===== src/hw/lease_cache_pkg.sv =====
package lease_cache_pkg;

	// address split
	// ----------------------------------------
	localparam int BW_WORD_ADDR = 16;                       // core word address
	localparam int BW_BLOCK     = 2;                        // word offset within a block
	localparam int BW_TAG       = BW_WORD_ADDR - BW_BLOCK;  // [tag|word], fully associative
	localparam int BLOCK_WORDS  = 1 << BW_BLOCK;            // four words per block

	// host command word
	// ----------------------------------------
	// opcode sits in comm_i[31:30], bit 29 flags a fresh command
	localparam logic [1:0] CMD_READ_HITS   = 2'b00;  // saturating hit count
	localparam logic [1:0] CMD_READ_MISSES = 2'b01;  // saturating miss count
	localparam logic [1:0] CMD_READ_WB     = 2'b10;  // dirty evictions
	localparam logic [1:0] CMD_POP_SAMPLE  = 2'b11;  // oldest pc/tag pair
	localparam int         CMD_VALID_BIT   = 29;

	// replacement
	// ----------------------------------------
	localparam int                 BW_LEASE      = 8;   // per-line lease counter
	localparam logic [BW_LEASE-1:0] LEASE_EXPIRED = '0; // line is free to evict

endpackage


===== src/hw/tag_memory_fa.sv =====
module tag_memory_fa #(
	parameter int CACHE_BLOCK_CAPACITY = 4
)(
	input  logic                                      clock_i,
	input  logic                                      rst_n_i,
	input  logic                                      wren_i,    // install tag_wr_i at add_i
	input  logic [lease_cache_pkg::BW_TAG-1:0]        tag_i,     // lookup key
	input  logic [$clog2(CACHE_BLOCK_CAPACITY)-1:0]   add_i,     // write / read-back line
	input  logic [lease_cache_pkg::BW_TAG-1:0]        tag_wr_i,  // tag to install
	output logic [$clog2(CACHE_BLOCK_CAPACITY)-1:0]   add_o,     // matching line
	output logic [lease_cache_pkg::BW_TAG-1:0]        tag_o,     // stored tag at add_i
	output logic                                      hit_o
);
	import lease_cache_pkg::*;

	localparam int BW_LINE = $clog2(CACHE_BLOCK_CAPACITY);

	logic [BW_TAG-1:0]               tags_q [CACHE_BLOCK_CAPACITY];  // tag array
	logic [CACHE_BLOCK_CAPACITY-1:0] valid_q;                        // per-line valid

	// storage
	// ----------------------------------------
	always_ff @(posedge clock_i or negedge rst_n_i) begin
		if (!rst_n_i) begin
			valid_q <= '0;                 // all lines empty
		end else if (wren_i) begin
			valid_q[add_i] <= 1'b1;        // line now resident
		end
	end

	always_ff @(posedge clock_i) begin
		if (wren_i) begin
			tags_q[add_i] <= tag_wr_i;
		end
	end

	// parallel match
	// ----------------------------------------
	always_comb begin
		hit_o = 1'b0;
		add_o = '0;
		// walk downward so the lowest matching line wins
		for (int i = CACHE_BLOCK_CAPACITY - 1; i >= 0; i--) begin
			if (valid_q[i] && (tags_q[i] == tag_i)) begin
				hit_o = 1'b1;
				add_o = BW_LINE'(i);
			end
		end
	end

	assign tag_o = tags_q[add_i];  // victim tag for writeback address

endmodule


===== src/hw/cache_data_mem.sv =====
module cache_data_mem #(
	parameter int CACHE_BLOCK_CAPACITY = 4
)(
	input  logic                                                          clock_i,
	input  logic [$clog2(CACHE_BLOCK_CAPACITY)+lease_cache_pkg::BW_BLOCK-1:0] add_i, // [line|word]
	input  logic                                                          wren_i,
	input  logic [31:0]                                                   data_i,
	output logic [31:0]                                                   data_o  // one cycle late
);
	import lease_cache_pkg::*;

	localparam int DEPTH = CACHE_BLOCK_CAPACITY * BLOCK_WORDS;  // total words held

	logic [31:0] mem_q [DEPTH];

	// read-first, so a write returns the old word
	always_ff @(posedge clock_i) begin
		data_o <= mem_q[add_i];
		if (wren_i) begin
			mem_q[add_i] <= data_i;
		end
	end

endmodule


===== src/hw/lease_cache_fa_controller.sv =====
module lease_cache_fa_controller #(
	parameter int                                   CACHE_BLOCK_CAPACITY = 4,
	parameter logic [lease_cache_pkg::BW_LEASE-1:0] LEASE_DEFAULT        = 8'd3,
	parameter bit                                   INIT_DONE            = 1'b0
)(
	input  logic                                          clock_i,
	input  logic                                          rst_n_i,
	input  logic                                          enable_i,    // low holds off new requests
	input  logic                                          core_req_i,
	input  logic                                          core_rw_i,   // 1 write, 0 read
	input  logic [lease_cache_pkg::BW_TAG-1:0]            core_tag_i,
	input  logic [lease_cache_pkg::BW_BLOCK-1:0]          core_word_i,
	input  logic [31:0]                                   core_data_i,
	output logic                                          core_done_o,
	output logic [31:0]                                   core_data_o,
	input  logic                                          cam_hit_i,
	input  logic [$clog2(CACHE_BLOCK_CAPACITY)-1:0]       cam_addr_i,  // matching line
	input  logic [lease_cache_pkg::BW_TAG-1:0]            cam_tag_i,   // tag at cam_addr_o
	output logic                                          cam_wren_o,
	output logic [$clog2(CACHE_BLOCK_CAPACITY)-1:0]       cam_addr_o,
	input  logic [31:0]                                   cache_mem_data_i,
	output logic [$clog2(CACHE_BLOCK_CAPACITY)+lease_cache_pkg::BW_BLOCK-1:0] cache_mem_add_o,
	output logic                                          cache_mem_rw_o,
	output logic [31:0]                                   cache_mem_data_o,
	input  logic                                          mem_ack_i,
	input  logic [31:0]                                   mem_data_i,
	output logic                                          mem_req_o,
	output logic                                          mem_rw_o,
	output logic [lease_cache_pkg::BW_WORD_ADDR-1:0]      mem_add_o,
	output logic [31:0]                                   mem_data_o,
	output logic                                          ref_valid_o,
	output logic                                          flag_hit_o,
	output logic                                          flag_miss_o,
	output logic                                          flag_writeback_o
);
	import lease_cache_pkg::*;

	localparam int BW_LINE = $clog2(CACHE_BLOCK_CAPACITY);

	typedef enum logic [2:0] {
		ST_IDLE, ST_LOOKUP, ST_HIT, ST_VICTIM, ST_WB, ST_FILL, ST_DONE, ST_RELEASE
	} state_t;

	state_t                          state_q;
	logic [BW_LEASE-1:0]             lease_q [CACHE_BLOCK_CAPACITY];
	logic [CACHE_BLOCK_CAPACITY-1:0] valid_q, dirty_q;
	logic [BW_LINE-1:0]              line_q, victim_q, victim_sel, init_cnt_q;
	logic [BW_BLOCK-1:0]             word_cnt_q;   // word within the burst
	logic                            init_busy_q;  // post-reset sweep running
	logic                            missed_q;     // second lookup after a fill
	logic                            rd_ready_q;   // data memory word settled
	logic                            accept, ack_seen, fill_last, raise;

	assign accept    = (state_q == ST_IDLE) && core_req_i && enable_i && !init_busy_q;
	assign ack_seen  = mem_req_o && mem_ack_i;
	assign fill_last = (state_q == ST_FILL) && ack_seen && (word_cnt_q == '1);
	assign raise     = !mem_req_o && !mem_ack_i &&
	                   ((state_q == ST_FILL) || ((state_q == ST_WB) && rd_ready_q));

	assign core_done_o = (state_q == ST_DONE);
	assign cam_wren_o  = fill_last;    // tag goes in with the last fill word
	assign cam_addr_o  = victim_q;

	// data memory port
	// ----------------------------------------
	always_comb begin
		case (state_q)
			ST_LOOKUP:      cache_mem_add_o = {cam_addr_i, core_word_i};  // early read
			ST_WB, ST_FILL: cache_mem_add_o = {victim_q, word_cnt_q};
			default:        cache_mem_add_o = {line_q, core_word_i};
		endcase
	end

	assign cache_mem_rw_o   = ((state_q == ST_HIT) && core_rw_i) || ((state_q == ST_FILL) && ack_seen);
	assign cache_mem_data_o = (state_q == ST_FILL) ? mem_data_i : core_data_i;

	// victim choice
	// ----------------------------------------
	always_comb begin
		logic [BW_LEASE-1:0] best;
		best       = lease_q[0];
		victim_sel = '0;
		// smallest lease, lowest index on a tie, so expired lines win first
		for (int i = 1; i < CACHE_BLOCK_CAPACITY; i++) begin
			if (lease_q[i] < best) begin
				best       = lease_q[i];
				victim_sel = BW_LINE'(i);
			end
		end
		for (int i = CACHE_BLOCK_CAPACITY - 1; i >= 0; i--) begin
			if (!valid_q[i]) begin
				victim_sel = BW_LINE'(i);  // empty line beats any lease
			end
		end
	end

	// state machine
	// ----------------------------------------
	always_ff @(posedge clock_i or negedge rst_n_i) begin
		if (!rst_n_i) begin
			state_q          <= ST_IDLE;
			valid_q          <= '0;
			init_busy_q      <= ~INIT_DONE;
			init_cnt_q       <= '0;
			word_cnt_q       <= '0;
			rd_ready_q       <= 1'b0;
			missed_q         <= 1'b0;
			mem_req_o        <= 1'b0;
			mem_rw_o         <= 1'b0;
			ref_valid_o      <= 1'b0;
			flag_hit_o       <= 1'b0;
			flag_miss_o      <= 1'b0;
			flag_writeback_o <= 1'b0;
		end else begin
			ref_valid_o      <= accept;
			flag_hit_o       <= (state_q == ST_LOOKUP) && cam_hit_i && !missed_q;
			flag_miss_o      <= (state_q == ST_LOOKUP) && !cam_hit_i;
			flag_writeback_o <= (state_q == ST_VICTIM) && valid_q[victim_sel] && dirty_q[victim_sel];
			rd_ready_q       <= !(ack_seen || (state_q == ST_VICTIM));  // new word next cycle
			if (init_busy_q) begin
				valid_q[init_cnt_q] <= 1'b0;
				init_cnt_q          <= init_cnt_q + 1'b1;
				if (init_cnt_q == BW_LINE'(CACHE_BLOCK_CAPACITY - 1)) begin
					init_busy_q <= 1'b0;
				end
			end
			if (fill_last) begin
				valid_q[victim_q] <= 1'b1;
			end
			case (state_q)
				ST_IDLE:   if (accept) state_q <= ST_LOOKUP;
				ST_LOOKUP: state_q <= cam_hit_i ? ST_HIT : ST_VICTIM;
				ST_HIT:    state_q <= ST_DONE;    // read data settles here
				ST_VICTIM: begin
					word_cnt_q <= '0;
					state_q    <= (valid_q[victim_sel] && dirty_q[victim_sel]) ? ST_WB : ST_FILL;
				end
				ST_WB, ST_FILL: begin
					if (raise) begin
						mem_req_o <= 1'b1;
						mem_rw_o  <= (state_q == ST_WB);
					end else if (ack_seen) begin
						mem_req_o  <= 1'b0;               // four-phase drop
						word_cnt_q <= word_cnt_q + 1'b1;  // wraps to 0 for the fill
						if (word_cnt_q == '1) begin
							state_q  <= (state_q == ST_WB) ? ST_FILL : ST_LOOKUP;
							missed_q <= (state_q == ST_FILL);
						end
					end
				end
				ST_DONE:   if (!core_req_i) state_q <= ST_RELEASE;
				default: begin
					missed_q <= 1'b0;   // release
					state_q  <= ST_IDLE;
				end
			endcase
		end
	end

	// lease and dirty tracking
	// ----------------------------------------
	always_ff @(posedge clock_i) begin
		if (init_busy_q) begin
			lease_q[init_cnt_q] <= LEASE_EXPIRED;
			dirty_q[init_cnt_q] <= 1'b0;
		end else if (accept) begin
			for (int i = 0; i < CACHE_BLOCK_CAPACITY; i++) begin
				if (lease_q[i] != LEASE_EXPIRED) begin
					lease_q[i] <= lease_q[i] - 1'b1;   // every reference ages all lines
				end
			end
		end else if (state_q == ST_HIT) begin
			lease_q[line_q] <= LEASE_DEFAULT;
			if (core_rw_i) begin
				dirty_q[line_q] <= 1'b1;
			end
		end else if (fill_last) begin
			dirty_q[victim_q] <= 1'b0;               // clean copy of memory
		end
	end

	always_ff @(posedge clock_i) begin
		if (state_q == ST_LOOKUP) line_q <= cam_addr_i;
		if (state_q == ST_VICTIM) victim_q <= victim_sel;
		if (state_q == ST_HIT) core_data_o <= cache_mem_data_i;
		if (raise) begin
			mem_add_o  <= (state_q == ST_WB) ? {cam_tag_i, word_cnt_q} : {core_tag_i, word_cnt_q};
			mem_data_o <= cache_mem_data_i;    // only meaningful on writeback
		end
	end

endmodule


===== src/hw/cache_performance_sampler.sv =====
module cache_performance_sampler #(
	parameter int SAMPLE_DEPTH = 4
)(
	input  logic                               clock_i,
	input  logic                               rst_n_i,
	input  logic                               ref_valid_i,  // accepted core reference
	input  logic [31:0]                        pc_i,
	input  logic [lease_cache_pkg::BW_TAG-1:0] tag_i,
	input  logic                               hit_i,
	input  logic                               miss_i,
	input  logic                               writeback_i,
	input  logic [31:0]                        comm_i,       // host command
	output logic [31:0]                        comm_o,       // host result
	output logic                               stall_o       // sample buffer full
);
	import lease_cache_pkg::*;

	localparam int BW_PTR    = (SAMPLE_DEPTH > 1) ? $clog2(SAMPLE_DEPTH) : 1;
	localparam int BW_SAMPLE = 16 + BW_TAG;  // {pc[15:0], tag}

	logic [31:0]          hits_q, misses_q, wbs_q;
	logic [BW_SAMPLE-1:0] fifo_q [SAMPLE_DEPTH];
	logic [BW_PTR-1:0]    wr_ptr_q, rd_ptr_q;
	logic [BW_PTR:0]      count_q;
	logic                 cmd_valid, push, pop;

	assign cmd_valid = comm_i[CMD_VALID_BIT];
	assign pop       = cmd_valid && (comm_i[31:30] == CMD_POP_SAMPLE) && (count_q != '0);
	assign push      = ref_valid_i && !stall_o;
	assign stall_o   = (count_q == SAMPLE_DEPTH);

	// event counters, saturating
	// ----------------------------------------
	always_ff @(posedge clock_i or negedge rst_n_i) begin
		if (!rst_n_i) begin
			hits_q   <= '0;
			misses_q <= '0;
			wbs_q    <= '0;
		end else begin
			if (hit_i && (hits_q != '1)) hits_q <= hits_q + 1'b1;
			if (miss_i && (misses_q != '1)) misses_q <= misses_q + 1'b1;
			if (writeback_i && (wbs_q != '1)) wbs_q <= wbs_q + 1'b1;
		end
	end

	// sample buffer
	// ----------------------------------------
	always_ff @(posedge clock_i) begin
		if (push) fifo_q[wr_ptr_q] <= {pc_i[15:0], tag_i};
	end

	always_ff @(posedge clock_i or negedge rst_n_i) begin
		if (!rst_n_i) begin
			wr_ptr_q <= '0;
			rd_ptr_q <= '0;
			count_q  <= '0;
			comm_o   <= '0;
		end else begin
			if (push) wr_ptr_q <= (wr_ptr_q == BW_PTR'(SAMPLE_DEPTH - 1)) ? '0 : wr_ptr_q + 1'b1;
			if (pop) rd_ptr_q <= (rd_ptr_q == BW_PTR'(SAMPLE_DEPTH - 1)) ? '0 : rd_ptr_q + 1'b1;
			count_q <= count_q + push - pop;
			if (cmd_valid) begin
				case (comm_i[31:30])
					CMD_READ_HITS:   comm_o <= hits_q;
					CMD_READ_MISSES: comm_o <= misses_q;
					CMD_READ_WB:     comm_o <= wbs_q;
					default:         comm_o <= pop ? {fifo_q[rd_ptr_q][BW_SAMPLE-1 -: 16],
					                                 {(16 - BW_TAG){1'b0}},
					                                 fifo_q[rd_ptr_q][BW_TAG-1:0]} : '0;
				endcase
			end
		end
	end

endmodule


===== src/hw/lease_cache_fa_sampler.sv =====
module lease_cache_fa_sampler #(
	parameter int                                   CACHE_BLOCK_CAPACITY = 4,
	parameter logic [lease_cache_pkg::BW_LEASE-1:0] LEASE_DEFAULT        = 8'd3,
	parameter int                                   SAMPLE_DEPTH         = 4,
	parameter bit                                   INIT_DONE            = 1'b0  // 0 runs the sweep
)(
	input  logic                                     clock_i,
	input  logic                                     rst_n_i,
	input  logic [31:0]                              comm_i,
	output logic [31:0]                              comm_o,
	input  logic                                     core_req_i,
	input  logic                                     core_rw_i,
	input  logic [lease_cache_pkg::BW_WORD_ADDR-1:0] core_add_i,
	input  logic [31:0]                              core_data_i,
	input  logic [31:0]                              pc_i,
	output logic                                     core_done_o,
	output logic [31:0]                              core_data_o,
	output logic                                     hit_o,   // held for the current request
	input  logic                                     mem_ack_i,
	input  logic [31:0]                              mem_data_i,
	output logic                                     mem_req_o,
	output logic                                     mem_rw_o,
	output logic [lease_cache_pkg::BW_WORD_ADDR-1:0] mem_add_o,
	output logic [31:0]                              mem_data_o
);
	import lease_cache_pkg::*;

	localparam int BW_LINE = $clog2(CACHE_BLOCK_CAPACITY);

	logic [BW_TAG-1:0]           req_tag, cam_tag;
	logic [BW_BLOCK-1:0]         req_word;
	logic [BW_LINE-1:0]          cam_addr, cam_line;
	logic [BW_LINE+BW_BLOCK-1:0] cache_add;
	logic [31:0]                 cache_wdata, cache_rdata;
	logic                        cam_wren, cam_hit, cache_wren;
	logic                        done_raw, stall, ref_valid, flag_hit, flag_miss, flag_wb;

	assign req_tag     = core_add_i[BW_WORD_ADDR-1:BW_BLOCK];
	assign req_word    = core_add_i[BW_BLOCK-1:0];
	assign core_done_o = done_raw & ~stall;   // held back while samples wait

	always_ff @(posedge clock_i or negedge rst_n_i) begin
		if (!rst_n_i) hit_o <= 1'b0;
		else if (flag_hit) hit_o <= 1'b1;
		else if (flag_miss) hit_o <= 1'b0;
	end

	tag_memory_fa #(.CACHE_BLOCK_CAPACITY(CACHE_BLOCK_CAPACITY)) tag_memory_fa_inst (
		.clock_i(clock_i), .rst_n_i(rst_n_i), .wren_i(cam_wren), .tag_i(req_tag),
		.add_i(cam_addr), .tag_wr_i(req_tag), .add_o(cam_line), .tag_o(cam_tag),
		.hit_o(cam_hit)
	);

	cache_data_mem #(.CACHE_BLOCK_CAPACITY(CACHE_BLOCK_CAPACITY)) cache_data_mem_inst (
		.clock_i(clock_i), .add_i(cache_add), .wren_i(cache_wren),
		.data_i(cache_wdata), .data_o(cache_rdata)
	);

	cache_performance_sampler #(.SAMPLE_DEPTH(SAMPLE_DEPTH)) cache_performance_sampler_inst (
		.clock_i(clock_i), .rst_n_i(rst_n_i), .ref_valid_i(ref_valid), .pc_i(pc_i),
		.tag_i(req_tag), .hit_i(flag_hit), .miss_i(flag_miss), .writeback_i(flag_wb),
		.comm_i(comm_i), .comm_o(comm_o), .stall_o(stall)
	);

	lease_cache_fa_controller #(
		.CACHE_BLOCK_CAPACITY(CACHE_BLOCK_CAPACITY),
		.LEASE_DEFAULT(LEASE_DEFAULT),
		.INIT_DONE(INIT_DONE)
	) lease_cache_fa_controller_inst (
		.clock_i(clock_i), .rst_n_i(rst_n_i), .enable_i(~stall),
		.core_req_i(core_req_i), .core_rw_i(core_rw_i), .core_tag_i(req_tag),
		.core_word_i(req_word), .core_data_i(core_data_i), .core_done_o(done_raw),
		.core_data_o(core_data_o),
		.cam_hit_i(cam_hit), .cam_addr_i(cam_line), .cam_tag_i(cam_tag),
		.cam_wren_o(cam_wren), .cam_addr_o(cam_addr),
		.cache_mem_data_i(cache_rdata), .cache_mem_add_o(cache_add),
		.cache_mem_rw_o(cache_wren), .cache_mem_data_o(cache_wdata),
		.mem_ack_i(mem_ack_i), .mem_data_i(mem_data_i), .mem_req_o(mem_req_o),
		.mem_rw_o(mem_rw_o), .mem_add_o(mem_add_o), .mem_data_o(mem_data_o),
		.ref_valid_o(ref_valid), .flag_hit_o(flag_hit), .flag_miss_o(flag_miss),
		.flag_writeback_o(flag_wb)
	);

endmodule


===== config.mk =====
export PLATFORM = sky130hd
export DESIGN_NAME = lease_cache_fa_sampler
export DESIGN_NICKNAME = d
export VERILOG_FILES = /design/src/hw/lease_cache_pkg.sv /design/src/hw/tag_memory_fa.sv /design/src/hw/cache_data_mem.sv /design/src/hw/lease_cache_fa_controller.sv /design/src/hw/cache_performance_sampler.sv /design/src/hw/lease_cache_fa_sampler.sv
export SDC_FILE = /design/constraint.sdc
export NUM_CORES = 1
export LEC_CHECK = 0
export BUFFER_PORTS_ARGS = -buffer_cell sky130_fd_sc_hd__buf_2
export CORE_MARGIN = 10
export CORE_UTILIZATION = 40
export CTS_CLUSTER_DIAMETER = 150
export DETAILED_ROUTE_END_ITERATION = 12
export GPL_ROUTABILITY_DRIVEN = 0
export PLACE_DENSITY = 0.65
export SYNTH_ARGS = -nofsm -noshare
export SYNTH_HDL_FRONTEND = slang
export SYNTH_HIERARCHICAL = 1
export SYNTH_SLANG_ARGS = --single-unit
export TNS_END_PERCENT = 10

===== constraint.sdc =====
create_clock -name clock_i -period 6 [get_ports clock_i]
set_input_delay 1.2 -clock clock_i [delete_from_list [all_inputs] [get_ports clock_i]]
set_output_delay 1.2 -clock clock_i [all_outputs]
set_load 0.01 [all_outputs]

# Word level (Yosys, flattened, before mapping)
# Memory sizes are Yosys's and may differ from the RTL's. A register that Yosys moved wholly into a read port is not among the register bits.
# Cells that the tools add are included.
# word_totals
register_bits	248
mem_bits_rw	720
inputBits	149
out_inout_bits	116
elab_cells	252
memories	4
# classes
addsub	13
magnitude_cmp	10
n_eq_ne	28
muxes	98
n_bitwise	11
reduce_logical	60
# memory_table
name	words	width	read_ports	rd_clocked_by_memory_dff	wr	line	source
cache_data_mem_inst.mem_q	16	32	1	1	1	cache_data_mem.sv:14	logic [31:0] mem_q [DEPTH];
cache_performance_sampler_inst.fifo_q	4	30	1	0	1	cache_performance_sampler.sv:22	logic [BW_SAMPLE-1:0] fifo_q [SAMPLE_DEPTH];
tag_memory_fa_inst.tags_q	4	14	5	1	1	tag_memory_fa.sv:18	logic [BW_TAG-1:0] tags_q [CACHE_BLOCK_CAPACITY];
lease_cache_fa_controller_inst.lease_q	4	8	4	0	4	lease_cache_fa_controller.sv:45	logic [BW_LEASE-1:0] lease_q [CACHE_BLOCK_CAPACITY];
# op_table
cell	count
$add 32x1->32 const B	3
$ne 32x32->1 const B	3
$pmux 32 s3	1
$mux 32	2
$eq 14x14->1	4
$mux 1	51
$mux 2	17
$mux 8	4
$reduce_bool 8->1	4
$sub 8x1->8 const B	4
$logic_and 1x1->1	29
$mux 4	7
$lt 8x8->1	3
$mux 3	6
$pmux 3 s6	1
$mux 16	1
$reduce_or 8->1	2
$and 4x4->4	3
$eq 2x2->1 const B	6
$eq 3x3->1 const B	4
$lt 2x3->1 const B	4
$or 4x4->4	3
$add 2x1->2 const B	4
$ne 2x1->1 const B	4
28 further kinds	50

# Longest topological paths before layout
# Gate-level depths: netlist of the first run.
# An unclocked memory read counts as a cell.
# depth
word_depth	16
ltp_mapped	26
depth_no_buf	24

# Modules after synthesis
# Netlist of the first run, hierarchy kept.
# modules_own_cells
module	n_inst	cells_each	area_each_um2	seq_area_each_um2
cache_data_mem	1	840	19862.8	16015.4
cache_performance_sampler	1	833	11128.2	6981.7
lease_cache_fa_controller	1	575	7045.5	4105.2
tag_memory_fa	1	184	3006.6	1781.7
lease_cache_fa_sampler	1	5	46.3	25.0

# Worst setup path before layout of the first run
# Ideal clock, no wire load.
# synth_path
path_kind	input-to-reg
from	input core_add_i[9] (netlist name)
to	memory cache_data_mem_inst.mem_q[0][0] (enable)
setup_ps	461
arrival_ps	5341
required_time_ps	5539
setup_slack_ps	198
cell_stages	11
path_buffers	1
path_cell_list	buf_2 -> xnor2_1 -> nand4_1 -> or4_1 -> a21oi_1 -> nor2_1 -> nand2_1 -> o21ai_0 -> a31o_2 -> or3b_2 -> nor3_1
# synth_between
elab_chain_len	7
elab_cells_between_ends	13
cone_classes	eq/ne (4); mux (5); reduce/logical (4)
# synth_rtl
element	line	source
start, declared	lease_cache_fa_sampler.sv:13	input logic [lease_cache_pkg::BW_WORD_ADDR-1:0] core_add_i,
$eq 14x14->1	tag_memory_fa.sv:44	if (valid_q[i] && (tags_q[i] == tag_i)) begin
$logic_and 1x1->1	tag_memory_fa.sv:44	
$mux 2 (3 in series)	tag_memory_fa.sv:44	
$mux 2 *	tag_memory_fa.sv:44	
named net cam_line[0]	lease_cache_fa_sampler.sv:32	logic [BW_LINE-1:0] cam_addr, cam_line;
$pmux 4 s2 *	lease_cache_fa_controller.sv:67	case (state_q)
named net cache_add[2]	lease_cache_fa_sampler.sv:33	logic [BW_LINE+BW_BLOCK-1:0] cache_add;
end, declared	cache_data_mem.sv:14	
# Mark *: on every way through the listed nets, which the timed path passes. The rest lies on a longest branch.

==> results of run 1 <==
[per-layer routing]
metal | part of all wire | global-route usage | vias up
met4 | 0.024 | 0.0483 | 4
met2 | 0.50 | 0.270 | 739
li1 | - | - | 10000
met1 | 0.42 | 0.214 | 11600
met3 | 0.064 | 0.0301 | 159
met5 | 0.00026 | 0 | -
[layout make-up]
class | instances | area, um2
diodes | 2 | 5.00
clock buffers | 134 | 2780
clock inverters | 56 | 642
fillers | 8667 | 54500
inverters | 57 | 214
multi-input cells | 1268 | 11600
flip-flops and latches | 1000 | 28900
well taps | 1368 | 1710
repair buffers | 269 | 1580
[critical path, cell delays in order, from the launching register on]
cell and delay [ns]:
edfxtp_1 0.43, ha_1 0.33, a2111oi_2 0.36, o21ba_2 0.43
mux2i_1 0.35, ha_1 0.31, a211oi_1 0.23, nor2_1 0.08
a211oi_1 0.44, nand2_2 0.19, nand2_1 0.11, o21ai_0 0.09
ha_1 0.32, a21oi_1 0.14, o21ai_0 0.22, nor4_2 0.37
inv_1 0.09, o221ai_2 0.23, nor2b_1 0.26, nor4_4 0.09
nor3_2 0.19, o21ai_1 0.08
[what timing repair did]
action / CTS / global route
hold buffers: 0 / 0
endpoints found under the hold margin: 0 / 0
resized for setup: 0 / 2
endpoints found under the setup margin: 0 / 2
[flip-flops by register name (all words and copies together), names as in the netlist, 3 cells and up]
register,flops
cache_data_mem_inst/mem_q,512
cache_performance_sampler_inst/fifo_q,120
tag_memory_fa_inst/tags_q,56
cache_data_mem_inst/data_o,32
cache_performance_sampler_inst/comm_o,32
cache_performance_sampler_inst/hits_q,32
cache_performance_sampler_inst/misses_q,32
cache_performance_sampler_inst/wbs_q,32
lease_cache_fa_controller_inst/core_data_o,32
lease_cache_fa_controller_inst/lease_q,32
lease_cache_fa_controller_inst/mem_data_o,32
lease_cache_fa_controller_inst/mem_add_o,16
lease_cache_fa_controller_inst/dirty_q,4
lease_cache_fa_controller_inst/valid_q,4
tag_memory_fa_inst/valid_q,4
cache_performance_sampler_inst/count_q,3
lease_cache_fa_controller_inst/state_q,3
[metrics by stage]
step | hold slack [ns] | power, W | area (um2) | utilization | cells
after floorplan | 0.404 | 0.0124 | 41100 | - | 2437
after global placement | 0.409 | 0.0138 | 44000 | 0.432 | 3962
after detailed placement | 0.411 | 0.0140 | 44000 | 0.432 | 3962
after CTS | 0.408 | 0.0204 | 47400 | 0.465 | 4152
after global routing | 0.427 | 0.0211 | 47400 | 0.465 | 4153
final | 0.409 | 0.0202 | 47400 | 0.465 | 4154
[where the power goes]
group,switching [W],leakage [nW],internal (W),total (W)
sequential,0.000377,9.70,0.00851,0.00889
clock,0.00271,1.66,0.00368,0.00639
combinational,0.00285,5.37,0.00203,0.00488
total,0.00594,16.7,0.0142,0.0202
[logic make-up (layout without fill, tap and decap cells)]
kind of cell / after synthesis / after routing / synth area share
DFF: 1000 / 1000 / 0.704
and+or+nand+nor: 541 / 541 / 0.0650
buffers and inverters: 169 / 516 / 0.0190
AOI/OAI and AO/OA: 241 / 241 / 0.0405
xor gates and xnor gates: 172 / 172 / 0.0385
muxes: 269 / 269 / 0.120
adders and majority gates: 45 / 45 / 0.0139
other: 0 / 2 / 0
[worst min path at each step]
stage                     slack [ns]  depth (start not counted)                            from                                        endpoint
after global routing            0.43                          0   cache_data_mem_inst/data_o[3]    lease_cache_fa_controller_inst/mem_data_o[3]
after floorplan                 0.40                          0   cache_data_mem_inst/data_o[0]   lease_cache_fa_controller_inst/core_data_o[0]
after global placement          0.41                          0  cache_data_mem_inst/data_o[22]  lease_cache_fa_controller_inst/core_data_o[22]
after detailed placement        0.41                          0  cache_data_mem_inst/data_o[16]   lease_cache_fa_controller_inst/mem_data_o[16]
final                           0.41                          0   cache_data_mem_inst/data_o[3]    lease_cache_fa_controller_inst/mem_data_o[3]
after CTS                       0.41                          0   cache_data_mem_inst/data_o[3]    lease_cache_fa_controller_inst/mem_data_o[3]
[placed cells by master (no fill, tap or decap), types with 8 or more instances in the layout]
cell type / instances
a21oi_1: 45
a221oi_1: 15
a22oi_1: 64
and2_1: 10
and3_1: 27
and4_1: 10
buf_12: 8
buf_2: 218
buf_4: 42
bufinv_16: 9
clkbuf_1: 22
clkbuf_16: 103
clkbuf_8: 9
clkinv_1: 8
clkinv_2: 21
dfrtp_1: 158
dfxtp_1: 32
edfxtp_1: 808
ha_1: 44
inv_1: 56
mux2_2: 49
mux2i_1: 47
mux4_2: 172
nand2_1: 184
nand2b_1: 10
nand3_1: 51
nand3b_1: 8
nand4_1: 40
nor2_1: 101
nor2_4: 13
nor3_1: 22
nor4_1: 10
o211ai_1: 17
o21ai_0: 50
xnor2_1: 126
xor2_1: 39
==> qor.csv, run 1 <==
stage,metric,value,unit
global_route,overflow,0,
floorplanning,die_w,341,um
timing,rsz0062_at_grt,no,
worst_setup_path,path_class,reg2reg,
cts,cts_tree,yes,
synth,syn_avg_cell_area,16.9,um2
timing,post-route-worst-setup-slack,0.536,ns
timing,period_share,0.911,
worst_setup_path,cp_max_fo,10,
cts,cts_made_buffers,102,
cts,htreeDepth,3,
global_route,grt_max_degree,107,
placed_design,dp_hpwl,59.0,mm
floorplanning,die_y,341,um
power,power.density,425,nW/um2
synth,synth_edf_count,808,
synth,yosysMostFrequentCell,edfxtp_1,
drt,firstDrtPassIters,6,
synth,async_flop_share,0.160,
drt,via_per_inst,5.43,
global_route,track_usage,0.162,
worst_setup_path,reg2reg_slack,0.54,ns
timing,drv_slew,0,
worst_setup_path,cp.required,6.58,ns
synth,synthDistinctLibCells,85,
worst_setup_path,r2r_cells,21,
cts,clk_latency,0.71,ns
drt,drt-initial-drc-count,1867,
synth,synth-warning-count,6,
drt,routedWlPerCell,22.9,um
power,peakVddDrop,0.000373,V
worst_setup_path,r2r_start,lease_cache_fa_controller_inst/lease_q[1][1],
synth,synth_fp_nets,2631,
floorplanning,pin_count,265,
synth,post-synth-top-area-fraction,0.590,
worst_setup_path,crit_path_start_kind,flop,
drt,vias,22500,
timing,hold_viol,0,
cts,post_cts_buffers,0,
floorplanning,start_util,0.403,
synth,syn_area,41100,um2
global_route,grt_pass1_vias,23500,
global_route,grt_pass1_wl,145,mm
timing,slew-limit-headroom,0.291,
flow_run,maxCapViolCount,0,
worst_setup_path,cp.arrival,6.05,ns
finish,area_growth_syn_to_layout,15.4,%
drt,drcViolationCount,0,
global_route,antenna_found_initial,7,
timing,setup_tns,0,ns
floorplanning,die_area,116000,um2
power,leakagePower,16.7,nW
floorplanning,core_area,102000,um2
timing,finalSetupViolations,0,
worst_setup_path,worstReg2RegEnd,lease_cache_fa_controller_inst/state_q[0],
cts,cts.clk_slew.worst_paths,0.06,ns
floorplanning,core.rowCount,117,
placed_design,portBuffers,219,
synth,yosys-top-cells-count,"808 x edfxtp_1, 187 x nand2_1, 172 x mux4_2",
hold_path,hold_class,reg2reg,
cts,clock_sinks,1000,
timing,period_needed,5.46,ns
synth,synth_seq_cells,1000,
timing,worst_pin_slew,1.06,ns
outcome,outcome,"complete, no violations",
drt,postRouteAntennaNets,0,
worst_setup_path,crit_end,lease_cache_fa_controller_inst/state_q[0],
placed_design,preCtsSetupSlack,0.248,ns
finish,drive_gt1_frac,0.260,
synth,synth-seq-area-share,0.704,
finish,nets,2892,
worst_setup_path,crit_path_start,lease_cache_fa_controller_inst/lease_q[1][1],
timing,fmax,183,MHz
worst_setup_path,endpoint_kind,flop,
timing,fin_skew,0.0604,ns
synth,syn_inst,2437,
synth,synth.area.top_cells,"edfxtp_1 59%, dfrtp_1 9.7%, mux4_2 9.4%",
drt,routed_wl,95.1,mm
cts,clock_path_buffers,3,
synth,post-synth-top-area-cell,edfxtp_1,
synth,ys.flop_type,edfxtp_1,
cts,cts_root_buffer,clkbuf_16,
No activity file was read; power rests on OpenSTA's default activity.
==> inputs of run 2 (changes only) <==
- CORE_MARGIN: 10 -> 3
==> run 2 against run 1 <==
  * Final cell count decreased by 0.29%
  * Critical endpoint unchanged
  * Clock-buffer cell count increased by 5
  * Flip-flop and latch count unchanged
  * Largest cell class unchanged
==> qor.csv, run 2 (synthesis gave the netlist of run 1 again) <==
stage,metric,value,unit,change
worst_setup_path,path_cells,inv_1 -> ha_1 -> a21oi_1 -> o21ai_0 -> o21ba_2 -> mux2i_1 -> ha_1 -> a211oi_1 -> nor2_1 -> a211oi_2 -> nand2_2 -> nand2_1 -> o21ai_0 -> ha_1 -> a21oi_1 -> o21ai_0 -> nor4_1 -> inv_1 -> o221ai_2 -> nor2b_1 -> nor4_4 -> nor3_2 -> o21ai_1,,was ha_1 -> a2111oi_2 -> o21ba_2 -> mux2i_1 -> ha_1 -> a211oi_1 -> nor2_1 -> a211oi_1 -> nand2_2 -> nand2_1 -> o21ai_0 -> ha_1 -> a21oi_1 -> o21ai_0 -> nor4_2 -> inv_1 -> o221ai_2 -> nor2b_1 -> nor4_4 -> nor3_2 -> o21ai_1
global_route,antenna_found_initial,4,,was 7
drt,drcViolationCount,0,,unchanged
placed_design,portBuffers,219,,unchanged
finish,antenna_cells,0,,was 2
drt,postRouteAntennaNets,0,,unchanged
worst_setup_path,cp.required,6.54,ns,was 6.58 ns
finish,final_common_cell,edfxtp_1,,unchanged
finish,nets,2891,,"was 2,892"
finish,area_growth_syn_to_layout,15.4,%,about the same
cts,clock_path_buffers,3,,unchanged
worst_setup_path,cp.arrival,6.04,ns,was 6.05 ns
finish,final_cells,4142,,"was 4,154"
drt,firstDrtPassIters,5,,was 6
timing,drv_slew,0,,unchanged
timing,worst_pin_slew,1.08,ns,was 1.06 ns
floorplanning,start_util,0.407,,was 0.403
worst_setup_path,critical-path-max-stage-delay,0.46,ns,was 0.44 ns
timing,fmax,182,MHz,was 183 MHz
drt,drt-initial-drc-count,1983,,"was 1,867"
global_route,track_usage,0.175,,was 0.162
floorplanning,die_area,107000,um2,"was 116,000 um2"
drt,routedWlPerCell,22.6,um,was 22.9 um
timing,period_needed,5.51,ns,was 5.46 ns
timing,period_share,0.918,,was 0.911
cts,clock_sinks,1000,,unchanged
timing,slew-limit-headroom,0.277,,was 0.291
worst_setup_path,path_class,reg2reg,,unchanged
timing,fin_skew,0.0529,ns,was 0.0604 ns
global_route,grt_pass1_vias,23300,,"was 23,500"
cts,cts_made_buffers,101,,was 102
flow_run,maxCapViolCount,0,,unchanged
placed_design,dp_hpwl,57.0,mm,was 59.0 mm
timing,post-route-worst-setup-slack,0.495,ns,was 0.536 ns
drt,vias,22500,,about the same
worst_setup_path,cp_slowest_cell,o21ba_2,,was a211oi_1
placed_design,dp_cells,3951,,"was 3,962"
timing,finalSetupViolations,0,,unchanged
cts,cts_root_buffer,clkbuf_16,,unchanged
worst_setup_path,endpoint_kind,flop,,unchanged
finish,largest_reg_flops,512,,unchanged
finish,reg_top3,"cache_data_mem_inst/mem_q x512, cache_performance_sampler_inst/fifo_q x120, tag_memory_fa_inst/tags_q x56",,unchanged
finish,regMostFlops,cache_data_mem_inst/mem_q,,unchanged
global_route,grt_pass1_wl,143,mm,was 145 mm
finish,multi_input_area,11600,um2,about the same
hold_path,hold_class,reg2reg,,unchanged
placed_design,preCtsSetupSlack,0.308,ns,was 0.248 ns
global_route,grt_max_degree,107,,unchanged
cts,cts.clk_slew.worst_paths,0.07,ns,was 0.06 ns
floorplanning,core.rowCount,116,,was 117
cts,holdBufCountCts,0,,unchanged
floorplanning,pin_count,265,,unchanged
finish,drive_gt1_frac,0.258,,was 0.260
cts,htreeDepth,3,,unchanged
drt,routed_wl,93.8,mm,was 95.1 mm
finish,seqCellArea,28900,um2,unchanged
drt,via_per_inst,5.43,,about the same
worst_setup_path,crit_path_start_kind,flop,,unchanged
worst_setup_path,cp_max_fo,10,,unchanged
timing,rsz0062_at_grt,no,,unchanged
floorplanning,die_w,327,um,was 341 um
finish,n_fill_cell,8577,,"was 8,667"
cts,clk_latency,0.68,ns,was 0.71 ns
cts,cts_tree,yes,,unchanged
timing,hold_ws,0.427,ns,was 0.409 ns
outcome,outcome,"complete, no violations",,unchanged
power,peakVddDrop,0.000321,V,was 0.000373 V
finish,mostFrequentLayoutCells,"808 x edfxtp_1, 218 x buf_2, 184 x nand2_1",,unchanged
power,power.density,426,nW/um2,was 425 nW/um2
floorplanning,die_y,327,um,was 341 um
floorplanning,core_area,101000,um2,"was 102,000 um2"
timing,setup_tns,0,ns,unchanged
global_route,overflow,0,,unchanged
timing,hold_viol,0,,unchanged
power,leakagePower,16.8,nW,was 16.7 nW
## run 2: worst paths after layout
path / start / endpoint / slack (ns) / cells past startpoint
max: lease_cache_fa_controller_inst/lease_q[0][7] / lease_cache_fa_controller_inst/state_q[0] / 0.49 / 23
min: cache_data_mem_inst/data_o[29] / lease_cache_fa_controller_inst/mem_data_o[29] / 0.43 / 0
max reg2reg: lease_cache_fa_controller_inst/lease_q[0][7] / lease_cache_fa_controller_inst/state_q[0] / 0.49 / 23
min reg2reg: cache_data_mem_inst/data_o[29] / lease_cache_fa_controller_inst/mem_data_o[29] / 0.43 / 0
max in group asynchronous: rst_n_i / cache_performance_sampler_inst/wbs_q[7] / 4.22 / 2
min in group asynchronous: rst_n_i / cache_performance_sampler_inst/comm_o[24] / 0.53 / 1
## run 2: where the power goes
group | switching, W | leakage, nW | internal [W]
registers | 0.000418 | 9.70 | 0.00851
clock network | 0.00267 | 1.70 | 0.00380
logic | 0.00277 | 5.36 | 0.00203
total | 0.00586 | 16.8 | 0.0143
## run 2: per-stage QoR
stage	utilization	total power, W	cell area (um2)
3_5_place_dp	0.435	0.0140	43900
4_1_cts	0.469	0.0204	47400
3_3_place_gp	0.435	0.0138	43900
6_report	0.469	0.0202	47400
2_1_floorplan	-	0.0124	41100
5_1_grt	0.469	0.0211	47400
## run 2: layout make-up
class                           instances  area share
Sequential cell                      1000       0.610
Inverter                               57     0.00451
Multi-Input combinational cell       1268       0.244
Tap cell                             1357      0.0358
Clock inverter                         52      0.0135
Clock buffer                          139      0.0598
Timing Repair Buffer                  269      0.0322
## run 2: critical path: cells and delay by family (launching register included)
kind	cells	cell delay (ns)
AOI/OAI and AO/OA	10	2.11
DFF	1	0.43
adders and majority gates	3	0.86
and+or+nand+nor	7	1.35
buffers and inverters	2	0.22
muxes	1	0.36
## run 2: timing repair
item | in CTS | in global routing
buffers inserted | 0 | 0
resized for setup | 0 | 2
setup endpoints to repair | 0 | 2
## run 2: routing by layer
layer  vias to the layer above  global-route usage  wire length, um  share of wire
li1                       9974                   -                -              -
met1                     11600               0.236            39200           0.42
met2                       727               0.292            46500           0.50
met3                       191              0.0283             5310          0.057
met4                         2              0.0562             2740          0.029
met5                         -                   0               13        0.00014
==> inputs of run 3 (changes only) <==
--- a/config.mk
+++ b/config.mk
@@ -13,4 +13,5 @@
 export GPL_ROUTABILITY_DRIVEN = 0
 export PLACE_DENSITY = 0.65
+export SETUP_SLACK_MARGIN = 0.2
 export SYNTH_ARGS = -nofsm -noshare
 export SYNTH_HDL_FRONTEND = slang
==> constraint.sdc (replaced) <==
create_clock -name clock_i -period 6 [get_ports clock_i]
set_input_delay 1.2 -clock clock_i [delete_from_list [all_inputs] [get_ports clock_i]]
set_output_delay 1.2 -clock clock_i [all_outputs]
set_load 0.05 [all_outputs]
==> run 3 against run 2 <==
  * Critical path depth decreased by 1
  * Sequential share of layout area fell by 0.20 points
  * Highest routed layer is now met4
  * Clock-buffer cell count is 7 higher
  * Routed wire length increased by 0.72%
  * Die area stayed put
  * Fmax grew 4.6%
  * Sequential power is 0.4% lower
  * Largest power group unchanged
  * Power is 3.3% higher
  * Setup slack improved by 0.24 ns
  * Hold slack got worse by 0.0017 ns
==> qor.csv, run 3 (synthesis gave the netlist of run 1 again) <==
stage,metric,value,unit,change
finish,final_area,47600,um2,"was 47,400 um2"
global_route,overflow,0,,unchanged
floorplanning,core.rowCount,116,,unchanged
flow_run,maxCapViolCount,0,,unchanged
timing,setup_tns,0,ns,unchanged
power,leakagePower,16.8,nW,about the same
timing,fmax,190,MHz,was 182 MHz
floorplanning,die_y,327,um,unchanged
drt,firstDrtPassIters,6,,was 5
finish,n_fill_cell,8511,,"was 8,577"
finish,drive_gt1_frac,0.261,,was 0.258
timing,fin_skew,0.0467,ns,was 0.0529 ns
worst_setup_path,cp.arrival,5.89,ns,was 6.04 ns
cts,cts.clk_slew.worst_paths,0.06,ns,was 0.07 ns
timing,worst_pin_slew,1.14,ns,was 1.08 ns
finish,nets,2891,,unchanged
finish,mostFrequentLayoutCells,"808 x edfxtp_1, 218 x buf_2, 184 x nand2_1",,unchanged
finish,area_growth_syn_to_layout,15.7,%,was 15.4%
global_route,grt_pass1_wl,145,mm,was 143 mm
drt,vias,22500,,about the same
finish,largest_reg_flops,512,,unchanged
timing,slew-limit-headroom,0.242,,was 0.277
worst_setup_path,cp.required,6.63,ns,was 6.54 ns
cts,cts_tree,yes,,unchanged
cts,clk_latency,0.71,ns,was 0.68 ns
timing,finalSetupViolations,0,,unchanged
cts,cts_made_buffers,105,,was 101
timing,hold_ws,0.425,ns,was 0.427 ns
drt,postRouteAntennaNets,0,,unchanged
cts,clock_sinks,1000,,unchanged
timing,drv_slew,0,,unchanged
placed_design,placed_area,43900,um2,about the same
floorplanning,pin_count,265,,unchanged
power,peakVddDrop,0.000280,V,was 0.000321 V
cts,clock_path_buffers,3,,unchanged
timing,period_share,0.877,,was 0.918
floorplanning,die_w,327,um,unchanged
timing,post-route-worst-setup-slack,0.735,ns,was 0.495 ns
worst_setup_path,endpoint_kind,flop,,unchanged
floorplanning,start_util,0.407,,unchanged
floorplanning,core_area,101000,um2,unchanged
global_route,track_usage,0.179,,was 0.175
finish,final_common_cell,edfxtp_1,,unchanged
drt,routed_wl,94.5,mm,was 93.8 mm
drt,drcViolationCount,0,,unchanged
worst_setup_path,cp_max_fo,17,,was 10
worst_setup_path,path_class,reg2reg,,unchanged
outcome,outcome,"complete, no violations",,unchanged
timing,hold_viol,0,,unchanged
drt,routedWlPerCell,22.8,um,was 22.6 um
power,power.density,439,nW/um2,was 426 nW/um2
hold_path,hold_class,reg2reg,,unchanged
floorplanning,die_area,107000,um2,unchanged
drt,drt-initial-drc-count,2283,,"was 1,983"
finish,regMostFlops,cache_data_mem_inst/mem_q,,unchanged
global_route,grt_max_degree,83,,was 107
cts,htreeDepth,3,,unchanged
placed_design,preCtsSetupSlack,0.0750,ns,was 0.308 ns
drt,via_per_inst,5.43,,about the same
cts,cts_root_buffer,clkbuf_16,,unchanged
timing,period_needed,5.26,ns,was 5.51 ns
worst_setup_path,crit_path_start_kind,flop,,unchanged
global_route,grt_pass1_vias,23700,,"was 23,300"
finish,reg_top3,"cache_data_mem_inst/mem_q x512, cache_performance_sampler_inst/fifo_q x120, tag_memory_fa_inst/tags_q x56",,unchanged
timing,rsz0062_at_grt,no,,unchanged
placed_design,dp_hpwl,57.0,mm,about the same
global_route,antenna_found_initial,5,,was 4
placed_design,portBuffers,219,,unchanged
==> run 3: where the power goes <==
part	internal [W]	switching (W)
clock network	0.00393	0.00274
registers	0.00852	0.000373
logic	0.00204	0.00325
total	0.0145	0.00637
==> run 3: repair_timing <==
| item | 4_1_cts | 5_1_grt |
|---|---|---|
| pin swaps | 0 | 1 |
| resized for setup | 1 | 3 |
| hold buffers | 0 | 0 |
| buffers inserted | 0 | 1 |
| gates cloned | 0 | 0 |
| endpoints found under the setup margin | 2 | 3 |
==> run 3: critical path, cell delays in order (launching register included) <==
cell and delay [ns]:
edfxtp_1 0.41, inv_1 0.13, ha_1 0.25, a2111oi_2 0.40, o21ba_4 0.34, mux2i_1 0.34, ha_1 0.31, a211oi_1 0.24
nor2_1 0.09, a211oi_2 0.29, nand2_2 0.23, nand2_1 0.11, o21ai_0 0.12, ha_1 0.34, nand2_1 0.05, o21ai_0 0.42
nor4_2 0.08, buf_4 0.15, a41o_1 0.24, a21oi_2 0.22, o221a_2 0.26, nor3_2 0.04, o21ai_1 0.11
==> run 3: worst paths after layout <==
check,startpoint,end,slack [ns],depth (start not counted)
min in group asynchronous,rst_n_i,cache_performance_sampler_inst/comm_o[25],0.54,1
worst min-delay path,cache_data_mem_inst/data_o[14],lease_cache_fa_controller_inst/core_data_o[14],0.43,0
max in group asynchronous,rst_n_i,cache_performance_sampler_inst/misses_q[7],4.34,2
worst min register to register,cache_data_mem_inst/data_o[14],lease_cache_fa_controller_inst/core_data_o[14],0.43,0
worst max-delay path,lease_cache_fa_controller_inst/lease_q[0][1],lease_cache_fa_controller_inst/state_q[0],0.74,22
worst max register to register,lease_cache_fa_controller_inst/lease_q[0][1],lease_cache_fa_controller_inst/state_q[0],0.74,22
==> run 3: routing by layer <==
layer  wire length (um)  global-route usage
met2              46500               0.296
met5                  0                   0
met1              39500               0.243
met4               2150              0.0519
met3               6280              0.0312
==> run 3: through the flow <==
stage / power, W / std cells / util
floorplan: 0.0128 / 2437 / -
global placement: 0.0142 / 3946 / 0.435
detailed placement: 0.0144 / 3946 / 0.435
CTS: 0.0211 / 4146 / 0.470
global route: 0.0218 / 4147 / 0.471
finish: 0.0209 / 4150 / 0.471
==> run 3: cell type report <==
class,instances,area (um2),area share
antenna,3,7.51,0.000158
clock buffer,146,2940,0.0619
clock inverter,54,682,0.0143
inverter,57,214,0.00450
multi-input combinational,1268,11600,0.244
sequential,1000,28900,0.608
tap,1357,1700,0.0357
timing repair buffer,265,1510,0.0318
